--- src/hdl/dmem_config.svh ---
// ~~~~~~~~~~~~~~~~~~~~~~~~~~~~~~~~~~~~~~~~~~~~~~~~~~
// build constants for the APB data memory
// include wherever widths, depth or the window base are needed
// ~~~~~~~~~~~~~~~~~~~~~~~~~~~~~~~~~~~~~~~~~~~~~~~~~~

`ifndef DMEM_CONFIG_SVH
`define DMEM_CONFIG_SVH

// APB address and data bus widths
`define DMEM_ADDR_WIDTH 32
`define DMEM_DATA_WIDTH 64

// 256 rows of one doubleword each, 2 KiB in total
`define DMEM_INDEX_WIDTH 8
`define DMEM_BYTES 8

// base of the memory window, aligned to the window size
`define DMEM_BASE_ADDR 32'h8000_0000

`endif
--- src/hdl/dmem_pkg.sv ---
// ~~~~~~~~~~~~~~~~~~~~~~~~~~~~~~~~~~~~~~~~~~~~~~~~~~
// types shared by the data memory RTL and its testbench
// access size encoding and the split view of an APB address
// ~~~~~~~~~~~~~~~~~~~~~~~~~~~~~~~~~~~~~~~~~~~~~~~~~~

`include "dmem_config.svh"

package dmem_pkg;

    // byte offset bits inside one row
    localparam int OFFSET_WIDTH = $clog2(`DMEM_BYTES);

    // upper address bits that select the window
    localparam int WINDOW_WIDTH = `DMEM_ADDR_WIDTH - `DMEM_INDEX_WIDTH - OFFSET_WIDTH;

    // load/store width, same order as the RISC-V funct3 low bits
    typedef enum logic [1:0] {
        SIZE_B = 2'd0,
        SIZE_H = 2'd1,
        SIZE_W = 2'd2,
        SIZE_D = 2'd3
    } access_size_e;

    typedef struct packed {
        logic [WINDOW_WIDTH-1:0]      window;
        logic [`DMEM_INDEX_WIDTH-1:0] index;
        logic [OFFSET_WIDTH-1:0]      offset;
    } dmem_addr_fields_t;

    // raw word for range compares, fields for row and lane select
    typedef union packed {
        logic [`DMEM_ADDR_WIDTH-1:0] raw;
        dmem_addr_fields_t           fields;
    } dmem_addr_u;

endpackage

--- src/hdl/mem_req_if.sv ---
// ~~~~~~~~~~~~~~~~~~~~~~~~~~~~~~~~~~~~~~~~~~~~~~~~~~
// request bundle from the APB front to the lane logic
// front issues enables and the held address, lanes return data
// ~~~~~~~~~~~~~~~~~~~~~~~~~~~~~~~~~~~~~~~~~~~~~~~~~~
`timescale 1ns/1ps

`include "dmem_config.svh"

interface mem_req_if;
    import dmem_pkg::*;

    logic                         rd_en;
    logic                         wr_en;
    logic [`DMEM_INDEX_WIDTH-1:0] index;
    logic [OFFSET_WIDTH-1:0]      offset;
    access_size_e                 size;
    logic [`DMEM_DATA_WIDTH-1:0]  wdata;
    // load value, already shifted and zero-extended
    logic [`DMEM_DATA_WIDTH-1:0]  rdata;

    modport front (
        output rd_en, wr_en, index, offset, size, wdata,
        input  rdata
    );

    modport lane (
        input  offset, size, wdata,
        output rdata
    );

endinterface

--- src/hdl/dmem_apb_front.sv ---
// ~~~~~~~~~~~~~~~~~~~~~~~~~~~~~~~~~~~~~~~~~~~~~~~~~~
// APB3 slave front of the data memory
// checks window and alignment, answers errors, adds one
// wait state on reads and drives the array request
// ~~~~~~~~~~~~~~~~~~~~~~~~~~~~~~~~~~~~~~~~~~~~~~~~~~
`timescale 1ns/1ps

`include "dmem_config.svh"

module dmem_apb_front (
    input  logic                        clk,
    input  logic                        reset,
    input  logic                        psel,
    input  logic                        penable,
    input  logic                        pwrite,
    input  dmem_pkg::dmem_addr_u        paddr,
    input  logic [`DMEM_DATA_WIDTH-1:0] pwdata,
    input  dmem_pkg::access_size_e      psize,
    output logic [`DMEM_DATA_WIDTH-1:0] prdata,
    output logic                        pready,
    output logic                        pslverr,
    mem_req_if.front                    req
);
    import dmem_pkg::*;

    localparam logic [`DMEM_ADDR_WIDTH-1:0] WINDOW_END =
        `DMEM_BASE_ADDR + (`DMEM_BYTES << `DMEM_INDEX_WIDTH);

    logic access;
    logic in_window;
    logic aligned;
    logic good;
    // set in the cycle after rd_en, while the row sits in the array register
    logic read_wait;

    assign access = psel && penable;

    // window compare on the raw view
    assign in_window = (paddr.raw >= `DMEM_BASE_ADDR) && (paddr.raw < WINDOW_END);

    // natural alignment per access size
    always_comb begin
        case (psize)
            SIZE_B:  aligned = 1'b1;
            SIZE_H:  aligned = (paddr.fields.offset[0] == 1'b0);
            SIZE_W:  aligned = (paddr.fields.offset[1:0] == 2'b00);
            default: aligned = (paddr.fields.offset == '0);
        endcase
    end

    assign good = in_window && aligned;

    // errors and writes finish in the first access cycle,
    // reads need the extra cycle for the registered row
    assign pready  = access && (!good || pwrite || read_wait);
    assign pslverr = access && !good;

    assign req.wr_en = access && good && pwrite;
    assign req.rd_en = access && good && !pwrite && !read_wait;

    // address and data are held by the master across the access
    assign req.index  = paddr.fields.index;
    assign req.offset = paddr.fields.offset;
    assign req.size   = psize;
    assign req.wdata  = pwdata;

    always_ff @(posedge clk) begin
        if (reset) begin
            read_wait <= 1'b0;
        end else begin
            read_wait <= req.rd_en;
        end
    end

    // bus reads zero unless a good read is completing
    assign prdata = (access && good && read_wait) ? req.rdata : '0;

endmodule

--- src/flat_wrapper.sv ---
// flat-port wrapper written by rule: the top's interface ports become plain ports
module dmem_apb_front_flat import dmem_pkg::*;
  (clk, reset, psel, penable, pwrite, paddr, pwdata, psize, prdata, pready, pslverr, req_rd_en, req_wr_en, req_index, req_offset, req_size, req_wdata, req_rdata);
  mem_req_if req_i ();
  input  logic clk;
  input  logic reset;
  input  logic psel;
  input  logic penable;
  input  logic pwrite;
  input  dmem_pkg::dmem_addr_u paddr;
  input  logic [`DMEM_DATA_WIDTH-1:0] pwdata;
  input  dmem_pkg::access_size_e psize;
  output logic [`DMEM_DATA_WIDTH-1:0] prdata;
  output logic pready;
  output logic pslverr;
  output wire logic [$bits(req_i.rd_en)-1:0] req_rd_en;
  output wire logic [$bits(req_i.wr_en)-1:0] req_wr_en;
  output wire logic [$bits(req_i.index)-1:0] req_index;
  output wire logic [$bits(req_i.offset)-1:0] req_offset;
  output wire logic [$bits(req_i.size)-1:0] req_size;
  output wire logic [$bits(req_i.wdata)-1:0] req_wdata;
  input wire logic [$bits(req_i.rdata)-1:0] req_rdata;
  assign req_rd_en = req_i.rd_en;
  assign req_wr_en = req_i.wr_en;
  assign req_index = req_i.index;
  assign req_offset = req_i.offset;
  assign req_size = req_i.size;
  assign req_wdata = req_i.wdata;
  assign req_i.rdata = req_rdata;
  dmem_apb_front u_core (.clk(clk), .reset(reset), .psel(psel), .penable(penable), .pwrite(pwrite), .paddr(paddr), .pwdata(pwdata), .psize(psize), .prdata(prdata), .pready(pready), .pslverr(pslverr), .req(req_i));
endmodule
--- config.mk ---
export PLATFORM = sky130hd
export DESIGN_NAME = dmem_apb_front_flat
export DESIGN_NICKNAME = d
export VERILOG_FILES = /design/src/hdl/dmem_pkg.sv /design/src/hdl/mem_req_if.sv /design/src/hdl/dmem_apb_front.sv /design/src/flat_wrapper.sv
export VERILOG_INCLUDE_DIRS = /design/src /design/src/hdl
export SDC_FILE = /design/constraint.sdc
export NUM_CORES = 1
export LEC_CHECK = 0
export BUFFER_PORTS_ARGS = -buffer_cell sky130_fd_sc_hd__buf_2
export CORE_AREA = 2 2 122 124
export DETAILED_ROUTE_END_ITERATION = 12
export DIE_AREA = 0 0 124 126
export GPL_TIMING_DRIVEN = 0
export MAX_ROUTING_LAYER = met4
export PLACE_DENSITY = 0.4
export SYNTH_ARGS = -nofsm -noshare
export SYNTH_HDL_FRONTEND = slang
export SYNTH_SLANG_ARGS = --single-unit
--- constraint.sdc ---
create_clock -name clk -period 2 [get_ports clk]
set_input_delay 0.2 -clock clk [delete_from_list [all_inputs] [get_ports clk]]
set_output_delay 0.2 -clock clk [all_outputs]
set_load 0.02 [all_outputs]
# After elaboration in Yosys (flattened, before gate mapping)
# Cells that the tools add are included.
[totals]
ff_bits = 1
wordCells = 26
inputBits = 167
out_inout_bits = 145
[classes]
magnitude_cmp = 2
reduce_logical = 18
eq_ne = 2
mux = 2
bitwise = 1
[ops]
columns = ["op", "count"]
rows = [
  ["two-way mux 64 bit", 1],
  ["greater-or-equal comparator 32 bit (second input constant)", 1],
  ["< comparator 32 bit (second input constant)", 1],
  ["logical AND 1 bit", 10],
  ["zero test 2 bit", 2],
  ["zero test 1 bit", 3],
  ["zero test 3 bit", 1],
  ["one-hot mux 1 bit (3 select lines)", 1],
  ["== test 2 x 1 -> 1 bit (second input constant)", 1],
  ["== test 2 bit (second input constant)", 1],
  ["logical OR 1 bit", 2],
  ["inverter 1 bit", 1],
]

# Depth between registers and ports, before layout
[depth]
ltp_word = 7
ltp_mapped = 6
depth_no_buf = 4

# Worst setup path before layout
# OpenSTA, ideal clock, no wires.
[synth_path]
path_type = "input port to output port"
startpoint = "input port paddr[30] (netlist name)"
endpoint = "output port prdata[48]"
n_path_buf = 2
path_stages = 6
required_time_ps = 1800
t_arrival_ps = 1498
path_slack_ps = 302
cell_sequence = "nor4_1 > nand4_1 > a211oi_2 > buf_6 > buf_6 > and4_1"
[synth_between]
elab_chain_len = 6
word_cells_on_any_way = 7
cone_classes = "2 x order compare; 1 x mux; 4 x reduce/logical"
[synth_rtl]
columns = ["element", "line", "text"]
rows = [
  ["start, declared", "flat_wrapper.sv:10", "input dmem_pkg::dmem_addr_u paddr;"],
  ["greater-or-equal comparator 32 bit (no source line) or < comparator 32 bit (tied branches)", "-", ""],
  ["logical AND 1 bit *", "dmem_apb_front.sv:39", "assign in_window = (paddr.raw >= `DMEM_BASE_ADDR) && (paddr.raw < WINDOW_END);"],
  ["logical AND 1 bit *", "dmem_apb_front.sv:51", "assign good = in_window && aligned;"],
  ["logical AND 1 bit * (2 in a row)", "dmem_apb_front.sv:76", "assign prdata = (access && good && read_wait) ? req.rdata : '0;"],
  ["two-way mux 64 bit *", "dmem_apb_front.sv:76", ""],
  ["end, declared", "flat_wrapper.sv:13", "output logic [`DMEM_DATA_WIDTH-1:0] prdata;"],
]
# Mark *: on every way between the ends. The rest lies on a longest branch, timed or not.

# Worst setup path after layout
[layout_path]
startpoint = "input port paddr[24] (netlist name)"
endpoint = "output port prdata[1]"
# Same word-level chain as after synthesis.

==> metrics <==
status=finished, violations left; failing checks=negative setup slack; number of synthesized register bits=1; fraction of the yosys area taken by sequential cells=1.44%; CP startpoint kind=primary input; 1st-iter DRT viols=28; worst vdd ir=roughly 0.000080 V; gr busiest metal=met2; crit-path most repeated cell=buf_6; Avg Cell Area, Syn=7.62 um2; Final Cell Area=between 3000 and 4000 um2; GP Congestion=0.791; DP Worst Slack=-0.575 ns; layout cells sized above 1=roughly four fifths; Register Area=20.0 um2; gr usage total=8.29%; number of diodes=0; Cell Chain, Critical Path=buf_6 > nor4_4 > nand4_1 > a211oi_4 > buf_12 > bufbuf_16 > and4_4 > buf_6; max reg flops=1; worst endpoint required time=between 1.5 and 2 ns; first-pass GRT wire length=10100 um; Util after Layout=about 22%; met2 usage=16.3%; P_leak=1.80 nW; First-pass DRT Iterations=2; RSZ-0062 raised after global routing=yes; ys flop type=dfxtp_1; Cell Area, Synth=roughly 1400 um2; met3 usage=0.725%; Die H=126 um; max_slew headroom=62.9%; Core Footprint=14300 um2; Post-synth EDFFs=0; Row Count=44; # port buffers=around 240; post-route ant nets=0; biggest regs=u_core.read_wait x1; vias in the first global route=~2000; Worst Path Max Fanout=7; final setup margin=-0.0172 ns; grt ovf=0; synthesis-to-layout area growth=129%; Worst-path clk slew=0 ns; worst path arrival time=1.82 ns; DP HPWL=around 6700 um; Final nets=593; PwrDens=142 nW/um2; die area=roughly 16000 um2; Vias/cell=approximately 3.7; Multi-input gate area=739 um2; Die Wd=124 um; pin count of the biggest net entering global routing=11; slowest stage cell, crit path=nor4_4; top cells by count, synth=buf_4, and4_1, clkbuf_1, and4_2, clkbuf_2; Buf+Inv Stages, Crit Path=4; Synthesis Warnings=0; worst hold path class=primary input to flop; Worst setup EP type=output port; setup TNS=-0.134 ns; post-synth top area share=41.7%; WL per Instance=12.8 um; Worst-Margin Slew=about 0.56 ns; routing usage on met1=9.45%; synthesized net count=349; max incr delay on CP=0.28 ns; initial antenna violation count=0; vias=2247; Final Hold Violating Endpoints=0; Peak Freq=496 MHz; ranking of synthesized cells by area=buf_4, and4_1, and4_2; skew final=0 ns; Largest Register=u_core.read_wait; Pwr Total=0.450 mW; final setup violation count=11; Fillers=1612; Remaining DRCs=0; most frequent cell after synthesis=buf_4; final WL=just under 8000 um; Synth area leader=buf_4; fraction of registers with async set/reset=0%; I/O pin total=312; post-route clock period utilization=101%; Crit path max-delay family=simple AND/OR/NAND/NOR gates; MaxCap Viol Count=0; min Tclk post-route=2.02 ns; Starting Density=roughly 9.7%; critical path type=primary input to output port; Max Slew Vio Count=0; Syn Inst Count=182; dpl cell area=2810 um2; Yosys cell types=21; clock latency on the worst-skew pair=0 ns
## cells in the final DEF, fill, tap and decap left out, drive strengths merged
cell type,count
and2,1
nand2,1
a21oi,1
and4b,1
a21o,1
clkbuf,18
nor3,1
a211oi,1
nor4,3
and3,2
nor4b,1
nand4,1
dfxtp,1
nor2,3
buf,321
o21ai,1
nand3,1
and4,64
bufbuf,1
## layout make-up
class	count	share of cell area (%)
Sequential cell	1	0.630
Multi-Input combinational cell	83	23.3
Buffer	98	22.2
Timing Repair Buffer	242	46.7
Tap cell	184	7.24
## timing repair
item / 4_1_cts / 5_1_grt
buffers inserted: 1 / 0
pin swaps: 6 / 3
cloned: 1 / 1
gates resized for setup: 52 / 47
setup endpoints to repair: 69 / 67
hold buffers: 0 / 0
## metrics by stage
| step | std cells | hold slack, ns |
|---|---|---|
| after floorplan | 182 | 0.414 |
| after global placement | 605 | 0.510 |
| after detailed placement | 605 | 0.520 |
| after CTS | 607 | 0.520 |
| after global routing | 608 | 0.529 |
| final | 608 | 0.517 |
## cell families after synthesis
logic type      count (synthesis)  synth area share, %
simple gates                   79                 47.5
flops                           1                 1.44
compound gates                  4                 2.16
buf+inv                        98                 48.9
## final timing paths
path                     from  slack [ns]  cells after the start               end
max reg2reg  u_core.read_wait        0.70                      3  u_core.read_wait
max                 paddr[24]       -0.02                      8         prdata[1]
min reg2reg  u_core.read_wait        1.12                      3  u_core.read_wait
min                     reset        0.52                      2  u_core.read_wait
## power breakdown
group	internal [mW]	switching, mW
clock	0	0
combinational	0.223	0.207
sequential	0.0204	0.000000000301
total	0.244	0.207
## routing by layer
layer / part of all wire [%] / routed length, um
met5: 0 / 0
met4: 0.26 / 20
met3: 8.0 / 624
met2: 54 / 4210
met1: 38 / 2950
No activity file was read; power rests on OpenSTA's default activity.
