`config.mk`:
```
export PLATFORM = sky130hd
export DESIGN_NAME = dmem_load_extract_flat
export DESIGN_NICKNAME = d
export VERILOG_FILES = /design/src/hdl/dmem_pkg.sv /design/src/hdl/mem_req_if.sv /design/src/hdl/dmem_load_extract.sv /design/src/flat_wrapper.sv
export VERILOG_INCLUDE_DIRS = /design/src /design/src/hdl
export SDC_FILE = /design/constraint.sdc
export NUM_CORES = 1
export LEC_CHECK = 0
export ABC_AREA = 1
export BUFFER_PORTS_ARGS = -buffer_cell sky130_fd_sc_hd__buf_4
export CORE_AREA = 2 2 77 79
export DETAILED_ROUTE_END_ITERATION = 10
export DIE_AREA = 0 0 79 81
export PLACE_DENSITY = 0.84
export REMOVE_ABC_BUFFERS = 1
export SLEW_MARGIN = 40
export SYNTH_ARGS = -nofsm -noshare
export SYNTH_HDL_FRONTEND = slang
export SYNTH_SLANG_ARGS = --single-unit
```
`constraint.sdc`:
```
create_clock -name vclk -period 1
set_input_delay 0 -clock vclk [all_inputs]
set_output_delay 0 -clock vclk [all_outputs]
set_load 0.01 [all_outputs]
```
`src/hdl/dmem_config.svh`:
```
// ~~~~~~~~~~~~~~~~~~~~~~~~~~~~~~~~~~~~~~~~~~~~~~~~~~
// build constants for the APB data memory
// include wherever widths, depth or the window base are needed
// ~~~~~~~~~~~~~~~~~~~~~~~~~~~~~~~~~~~~~~~~~~~~~~~~~~

`ifndef DMEM_CONFIG_SVH
`define DMEM_CONFIG_SVH

// APB address and data bus widths
`define DMEM_ADDR_WIDTH 32
`define DMEM_DATA_WIDTH 64

// 256 rows of one doubleword each, 2 KiB in total
`define DMEM_INDEX_WIDTH 8
`define DMEM_BYTES 8

// base of the memory window, aligned to the window size
`define DMEM_BASE_ADDR 32'h8000_0000

`endif
```
`src/hdl/dmem_pkg.sv`:
```
// ~~~~~~~~~~~~~~~~~~~~~~~~~~~~~~~~~~~~~~~~~~~~~~~~~~
// types shared by the data memory RTL and its testbench
// access size encoding and the split view of an APB address
// ~~~~~~~~~~~~~~~~~~~~~~~~~~~~~~~~~~~~~~~~~~~~~~~~~~

`include "dmem_config.svh"

package dmem_pkg;

    // byte offset bits inside one row
    localparam int OFFSET_WIDTH = $clog2(`DMEM_BYTES);

    // upper address bits that select the window
    localparam int WINDOW_WIDTH = `DMEM_ADDR_WIDTH - `DMEM_INDEX_WIDTH - OFFSET_WIDTH;

    // load/store width, same order as the RISC-V funct3 low bits
    typedef enum logic [1:0] {
        SIZE_B = 2'd0,
        SIZE_H = 2'd1,
        SIZE_W = 2'd2,
        SIZE_D = 2'd3
    } access_size_e;

    typedef struct packed {
        logic [WINDOW_WIDTH-1:0]      window;
        logic [`DMEM_INDEX_WIDTH-1:0] index;
        logic [OFFSET_WIDTH-1:0]      offset;
    } dmem_addr_fields_t;

    // raw word for range compares, fields for row and lane select
    typedef union packed {
        logic [`DMEM_ADDR_WIDTH-1:0] raw;
        dmem_addr_fields_t           fields;
    } dmem_addr_u;

endpackage

```
`src/hdl/mem_req_if.sv`:
```
// ~~~~~~~~~~~~~~~~~~~~~~~~~~~~~~~~~~~~~~~~~~~~~~~~~~
// request bundle from the APB front to the lane logic
// front issues enables and the held address, lanes return data
// ~~~~~~~~~~~~~~~~~~~~~~~~~~~~~~~~~~~~~~~~~~~~~~~~~~
`timescale 1ns/1ps

`include "dmem_config.svh"

interface mem_req_if;
    import dmem_pkg::*;

    logic                         rd_en;
    logic                         wr_en;
    logic [`DMEM_INDEX_WIDTH-1:0] index;
    logic [OFFSET_WIDTH-1:0]      offset;
    access_size_e                 size;
    logic [`DMEM_DATA_WIDTH-1:0]  wdata;
    // load value, already shifted and zero-extended
    logic [`DMEM_DATA_WIDTH-1:0]  rdata;

    modport front (
        output rd_en, wr_en, index, offset, size, wdata,
        input  rdata
    );

    modport lane (
        input  offset, size, wdata,
        output rdata
    );

endinterface

```
`src/hdl/dmem_load_extract.sv`:
```
// ~~~~~~~~~~~~~~~~~~~~~~~~~~~~~~~~~~~~~~~~~~~~~~~~~~
// load lane extractor
// picks the addressed lane from the registered row and
// zero-extends it to a full doubleword
// ~~~~~~~~~~~~~~~~~~~~~~~~~~~~~~~~~~~~~~~~~~~~~~~~~~
`timescale 1ns/1ps

`include "dmem_config.svh"

module dmem_load_extract (
    mem_req_if.lane                    req,
    input logic [`DMEM_DATA_WIDTH-1:0] row
);
    import dmem_pkg::*;

    logic [`DMEM_DATA_WIDTH-1:0] shifted;
    logic [`DMEM_DATA_WIDTH-1:0] size_mask;

    // offset counts bytes, shift by eight bits each
    assign shifted = row >> {req.offset, 3'b000};

    always_comb begin
        case (req.size)
            SIZE_B:  size_mask = 64'h0000_0000_0000_00ff;
            SIZE_H:  size_mask = 64'h0000_0000_0000_ffff;
            SIZE_W:  size_mask = 64'h0000_0000_ffff_ffff;
            default: size_mask = 64'hffff_ffff_ffff_ffff;
        endcase
    end

    // no sign extension, upper bits always zero
    assign req.rdata = shifted & size_mask;

endmodule

```
`src/flat_wrapper.sv`:
```
// flat-port wrapper written by rule: the top's interface ports become plain ports
module dmem_load_extract_flat import dmem_pkg::*;
  (row, req_offset, req_size, req_wdata, req_rdata);
  mem_req_if req_i ();
  input logic [`DMEM_DATA_WIDTH-1:0] row;
  input wire logic [$bits(req_i.offset)-1:0] req_offset;
  input wire logic [$bits(req_i.size)-1:0] req_size;
  input wire logic [$bits(req_i.wdata)-1:0] req_wdata;
  output wire logic [$bits(req_i.rdata)-1:0] req_rdata;
  assign req_i.offset = req_offset;
  assign req_i.size = req_size;
  assign req_i.wdata = req_wdata;
  assign req_rdata = req_i.rdata;
  dmem_load_extract u_core (.req(req_i), .row(row));
endmodule
```
== Word level (Yosys, flattened, before mapping) ==
Cells that the tools add are included.
Operators by class
  shift-type cells: 1
  mux-type cells: 1
  reductions and logical operators: 1
  bitwise operators: 1
  equal/unequal tests: 2
Operators with widths (number)
  $pmux 64 s3: 1
  $and 64x64->64: 1
  $shr 64x6->64: 1
  $eq 2x1->1 const B: 1
  $eq 2x2->1 const B: 1
  $logic_not 2->1: 1
Word-level totals
  register bits after elaboration: 0
  input bits: 133
  output and inout bits: 64

== Longest topological paths before layout ==
Gate-level depths: netlist (run 1).
  depth in word-level cells: 3
  mapped depth: 9
  gate-level depth less buffers: 7

== Worst setup path before layout (run 1) ==
No wires, ideal clock.
  path kind: input-to-output
  start: input port req_offset[1]
  end: output port req_rdata[24]
  required time: 1000 ps
  setup slack: 181 ps
  cell stages on the path: 6
  arrival: 819 ps
  cells stage by stage: buf_2 > inv_2 > buf_4 > buf_4 > nand4_1 > a21oi_1
On the way
  word-level cells in the longest chain between the ends: 2
RTL lines
  from (decl): line flat_wrapper.sv:6  | input wire logic [$bits(req_i.offset)-1:0] req_offset;
  $shr 64x6->64: line dmem_load_extract.sv:20  | assign shifted = row >> {req.offset, 3'b000};
  $and 64x64->64: line dmem_load_extract.sv:32  | assign req.rdata = shifted & size_mask;
  to (decl): line flat_wrapper.sv:9  | output wire logic [$bits(req_i.rdata)-1:0] req_rdata;
Every way passes these cells.

== Worst setup path in the final report (run 1) ==
  start: input port req_offset[1]
  end: output port req_rdata[18]
The elaborated chain is that of the path after synthesis.

==> metrics, run 1 <==
Post-Syn Area per Cell around 4.4 µm²; vias in the first global route 3263; Synth area leaders nand2_1 35%, nand3_1 18%, nor2_1 8.8%; WS Path Type in -> out; largest net degree at the start of global routing 43; Die Area 6400 µm²; Tot GR Track Use 0.252; Fmax 1080 MHz; period utilization 0.929; Hold WS 0.360 ns; Buffers on Ports 133; combinational share of power 1.000; clock group share of total power 0; Chip Height 81 µm; vias per cell 5.38; VDD IR max between 0.0002 and 0.0003 V; Period minus WS final 0.929 ns; internal power ~770 µW; # clk buffers 0; WHS Path Cells 4; routability cong. 0.791; gr ovfl total 0; first-pass GRT wire length between 10000 and 15000 µm; routed length per placed instance around 14 µm; Seq/Total Area, Yosys 0; sequential power share 0; Leakage 0.00205 µW; setup TNS 0 ns; Switching Fraction 0.529; Post-DRT Antenna Nets 0; die width 79 µm; net switching power figure ~870 µW; outcome completed; Max-slew headroom 0.837; Fill cells 586; diode count 0; fin nets 747; Synth area leader nand2_1; YS warnings 0; initial antenna violation count 0; Worst Hold End req_rdata[56]; # IOs 197; FF+latch area 0 µm²; Hold Crit Start row[56]; RSZ-0062 raised after global routing yes; Syn Inst Count 494; DRT iter0 DRCs between 200 and 300; top cell type's share of synthesized area 0.351; Worst-Margin Slew 0.244 ns; final setup violation count 0; Initial Util 0.385; worst endpoint required time 1.00 ns; FF+latch count 0; vias post-DR roughly 3.7k; Crit. End Element output port; CP Max Fanout 30; Pwr per Cell Area 466 nW/µm²; path type of the worst min-delay path in -> out; Core Area 5680 µm²; Final HPWL DP 6400 µm; layout cells sized above 1 0.275; crit start category input port; Syn Std Cell Area around 2200 µm²; DR pass1 iterations 5; Residual DRC 0; DRT Wirelength just over 9000 µm; MaxCap Viol Count 0; CP arrival 0.93 ns; Pins Over Slew Limit 0; Hold Fails Final Rpt 0; FP Rows 28; synthesis-to-finish area growth 60.9%; Netlist cell types 19
-- placed cells by master, fill, tap and decap left out, types with 7 or more instances in the layout --
| master | instances |
|---|---|
| nand2_1 | 204 |
| buf_4 | 142 |
| nand3_1 | 79 |
| inv_1 | 47 |
| nor2_1 | 47 |
| o211ai_1 | 22 |
| a21oi_1 | 16 |
| o21ai_1 | 13 |
| o21ai_0 | 8 |
| buf_12 | 8 |
| clkbuf_16 | 7 |
-- what timing repair did --
action	in CTS	in global routing
hold buffers	0	0
gates cloned	1	7
setup buffers	0	0
gates resized for setup	0	24
pin swaps	0	5
setup endpoints to repair	1	31
-- cells by family (layout without fill, tap and decap cells) --
kind of cell | Yosys count | after routing | synth area share
simple gates | 344 | 344 | 0.644
buf+inv | 90 | 208 | 0.193
compound gates | 60 | 60 | 0.163
-- cells in the mapped netlist (all sizes together) --
library cell  count
a21oi            17
buf              34
clkbuf            7
inv              49
nand2           204
nand3            79
nand4             3
nor2             51
nor3              6
o211ai           22
o21ai            21
or2               1
-- metal layers --
layer  part of all wire  vias up  global-route usage
met5                  0        -                   0
met4              0.019        0              0.0586
met3               0.12       27              0.0256
met2               0.47      251               0.465
met1               0.39     1603               0.315
li1                   -     1818                   -
-- power by group through the flow --
stage               sequential [µW]  combinational, µW  clock [µW]
global placement                  0               1460           0
finish                            0               1640           0
detailed placement                0               1490           0
global route                      0               1800           0
CTS                               0               1510           0
floorplan                         0                698           0
-- how the worst max path moves through the flow --
stage | cells after the start | end | from
finish | 8 | req_rdata[18] | req_offset[1]
global route | 9 | req_rdata[17] | req_offset[0]
CTS | 10 | req_rdata[9] | req_offset[0]
detailed placement | 10 | req_rdata[11] | req_offset[0]
global placement | 10 | req_rdata[10] | req_offset[0]
floorplan | 3 | req_rdata[56] | req_offset[2]
-- cell type report --
class / count / area [µm²] / share of cell area
inverter: 49 / 199 / 0.0566
multi-input combinational: 404 / 1780 / 0.507
tap: 75 / 93.8 / 0.0267
timing repair buffer: 159 / 1440 / 0.410
-- critical path, stage by stage --
cell     delay [ns]
buf_4          0.16
inv_4          0.10
buf_12         0.19
nand2_1        0.10
nand2_1        0.06
nand2_1        0.04
nor2_1         0.13
buf_4          0.14
-- per-stage QoR --
stage          cell area [µm²]  setup slack, ns  total power (µW)  instances  utilization
3_3_place_gp              3260           0.0309              1460        679        0.575
2_1_floorplan             1950           -0.473               698        453            -
3_5_place_dp              3260         -0.00271              1490        679        0.575
4_1_cts                   3300         0.000377              1510        680        0.581
5_1_grt                   3510         -0.00181              1800        687        0.619
6_report                  3510           0.0711              1640        687        0.619
(Power assumes the default switching activity.)
==> inputs of run 2 (changes only) <==
--- a/config.mk
+++ b/config.mk
@@ -12,7 +12,9 @@
 export DETAILED_ROUTE_END_ITERATION = 10
 export DIE_AREA = 0 0 79 81
 export PLACE_DENSITY = 0.84
+export RECOVER_POWER = 25
 export REMOVE_ABC_BUFFERS = 1
+export SETUP_SLACK_MARGIN = 0.1
 export SLEW_MARGIN = 40
 export SYNTH_ARGS = -nofsm -noshare
 export SYNTH_HDL_FRONTEND = slang
==> run 2 against run 1 <==
Final area is 21% higher. Highest routed layer unchanged. Flip-flop and latch count stayed put. Final cell count is 2.6% higher.
==> metrics, run 2 (synthesized netlist as in run 1, its figures left out) <==
synthesis-to-finish area growth 94.5%; most frequent cells in the layout 158 x nand2_1, 130 x buf_4, 64 x nand3_1, 47 x inv_1, 40 x nor2_1; RSZ-0062 raised after global routing yes; Pwr per Cell Area 483 nW/µm² (+3.6%); CP most frequent cell clkbuf_16; Final HPWL DP 6400 µm (unchanged); Placed Cells incl. Taps 679 (unchanged); final setup violation count 0 (unchanged); Hold Fails Final Rpt 0 (unchanged); initial antenna violation count 0 (unchanged); crit start category input port; layout cells sized above 1 0.413 (+0.138); setup TNS 0 ns (unchanged); largest net degree at the start of global routing 31 (-28%); Post-DRT Antenna Nets 0 (unchanged); routed length per placed instance 16.5 µm (+21%); Layout Cells excl Fill 705 (+2.6%); final core utilization 0.749 (+0.129); Crit. End Element output port; FF+latch count 0 (unchanged); Chip Height 81 µm (unchanged); Fill cells 462 (-21%); Core Area 5680 µm² (unchanged); outcome completed; Buffers on Ports 133 (unchanged); Worst path depth 6 (-2); Die Area 6400 µm² (unchanged); first-pass GRT wire length 14600 µm (+6.7%); CP Capture Point req_rdata[2]; # clk buffers 0 (unchanged); period utilization 0.957 (+0.0278); CP arrival 0.96 ns (+0.03 ns); worst endpoint required time 1.00 ns (about the same); vias post-DR 4059 (+9.7%); gr ovfl total 0 (unchanged); Initial Util 0.385 (unchanged); slowest stage delay, CP 0.29 ns (+0.10 ns); Worst Setup SP req_offset[0]; fin nets 765 (+2.4%); Fmax 1050 MHz (-2.9%); crit path cell chain clkbuf_16 > clkbuf_16 > o211ai_1 > nand3_1 > nand2_1 > buf_4; VDD IR max 0.000324 V (+21%); Pins Over Slew Limit 0 (unchanged); DR pass1 iterations 5 (unchanged); vias per cell 5.76 (+6.9%); Tot GR Track Use 0.272 (+0.0193); Leakage 0.00232 µW (+13%); MaxCap Viol Count 0 (unchanged); Worst-Margin Slew 0.304 ns (+0.0596 ns); FF+latch area 0 µm² (unchanged); routability cong. 0.791 (unchanged); worst setup margin 0.0433 ns (-0.0278 ns); FP Rows 28 (unchanged); Period minus WS final 0.957 ns (+0.0278 ns); commonest non-fill, non-tap cell in the layout nand2_1; Setup WS pre-CTS -0.00271 ns (unchanged); Max-slew headroom 0.797 (-0.0407); DRT iter0 DRCs 368 (+44%); Critical-path top delay cell o211ai_1; cell family with most CP delay buffers and inverters; die width 79 µm (unchanged); # IOs 197 (unchanged); vias in the first global route 3401 (+4.2%); DRT Wirelength 11600 µm (+25%); diode count 0 (unchanged); WS Path Type in -> out; Worst Path Buf+Inv 3 (-1); Residual DRC 0 (unchanged); path type of the worst min-delay path in -> out; CP Max Fanout 7 (-77%)
[run 2: cell count changes in the layout (fill, tap and decap cells not counted), sizes merged]
cell    before  now
clkbuf       7   25
buf        152  151
clkinv       0    1
[run 2: through the flow]
step | hold WS, ns | area (µm²) | power [µW]
6_report | 0.346 | 4250 | 2050
5_1_grt | 0.373 | 4250 | 2190
4_1_cts | 0.354 | 3440 | 1600
3_5_place_dp | 0.354 | 3260 | 1490
3_3_place_gp | 0.354 | 3260 | 1460
2_1_floorplan | 0.0544 | 1950 | 698
[run 2: worst min path at each step]
stage / start / to / slack, ns / cells past startpoint
after global placement: row[59] / req_rdata[59] / 0.35 / 4
after detailed placement: row[59] / req_rdata[59] / 0.35 / 4
after CTS: row[59] / req_rdata[59] / 0.35 / 4
after global routing: row[60] / req_rdata[60] / 0.37 / 4
after floorplan: req_offset[1] / req_rdata[56] / 0.05 / 1
final: row[56] / req_rdata[56] / 0.35 / 4
[run 2: layout make-up]
cell class                 instances  area [µm²]  share of cell area
inverter                          49         215              0.0506
multi-input combinational        404        2140               0.504
tap                               75        93.8              0.0221
timing repair buffer             176        1790               0.420
timing repair inverter             1        11.3             0.00265
[run 2: per-layer routing]
| layer | track usage | routed length [µm] | vias to the layer above |
|---|---|---|---|
| met5 | 0 | 0 | - |
| met1 | 0.341 | 4300 | 1803 |
| met3 | 0.0311 | 1430 | 53 |
| met4 | 0.0776 | 369 | 0 |
| li1 | - | - | 1862 |
| met2 | 0.489 | 5500 | 341 |
[run 2: report_power, final]
part	leakage, µW	total (µW)	switching [µW]	internal (µW)
sequential	0	0	0	0
combinational	0.00232	2050	1080	973
clock	0	0	0	0
[run 2: timing repair]
item	4_1_cts	5_1_grt
hold buffers	0	0
buffers inserted	0	3
setup endpoints to repair	28	53
cloned	5	18
pin swaps	2	45
hold endpoints to repair	0	0
resized for setup	25	121
[run 2: worst min-delay path: cells and delay by family]
kind / cells / cell delay (ns)
buf+inv: 2 / 0.25
simple gates: 2 / 0.10
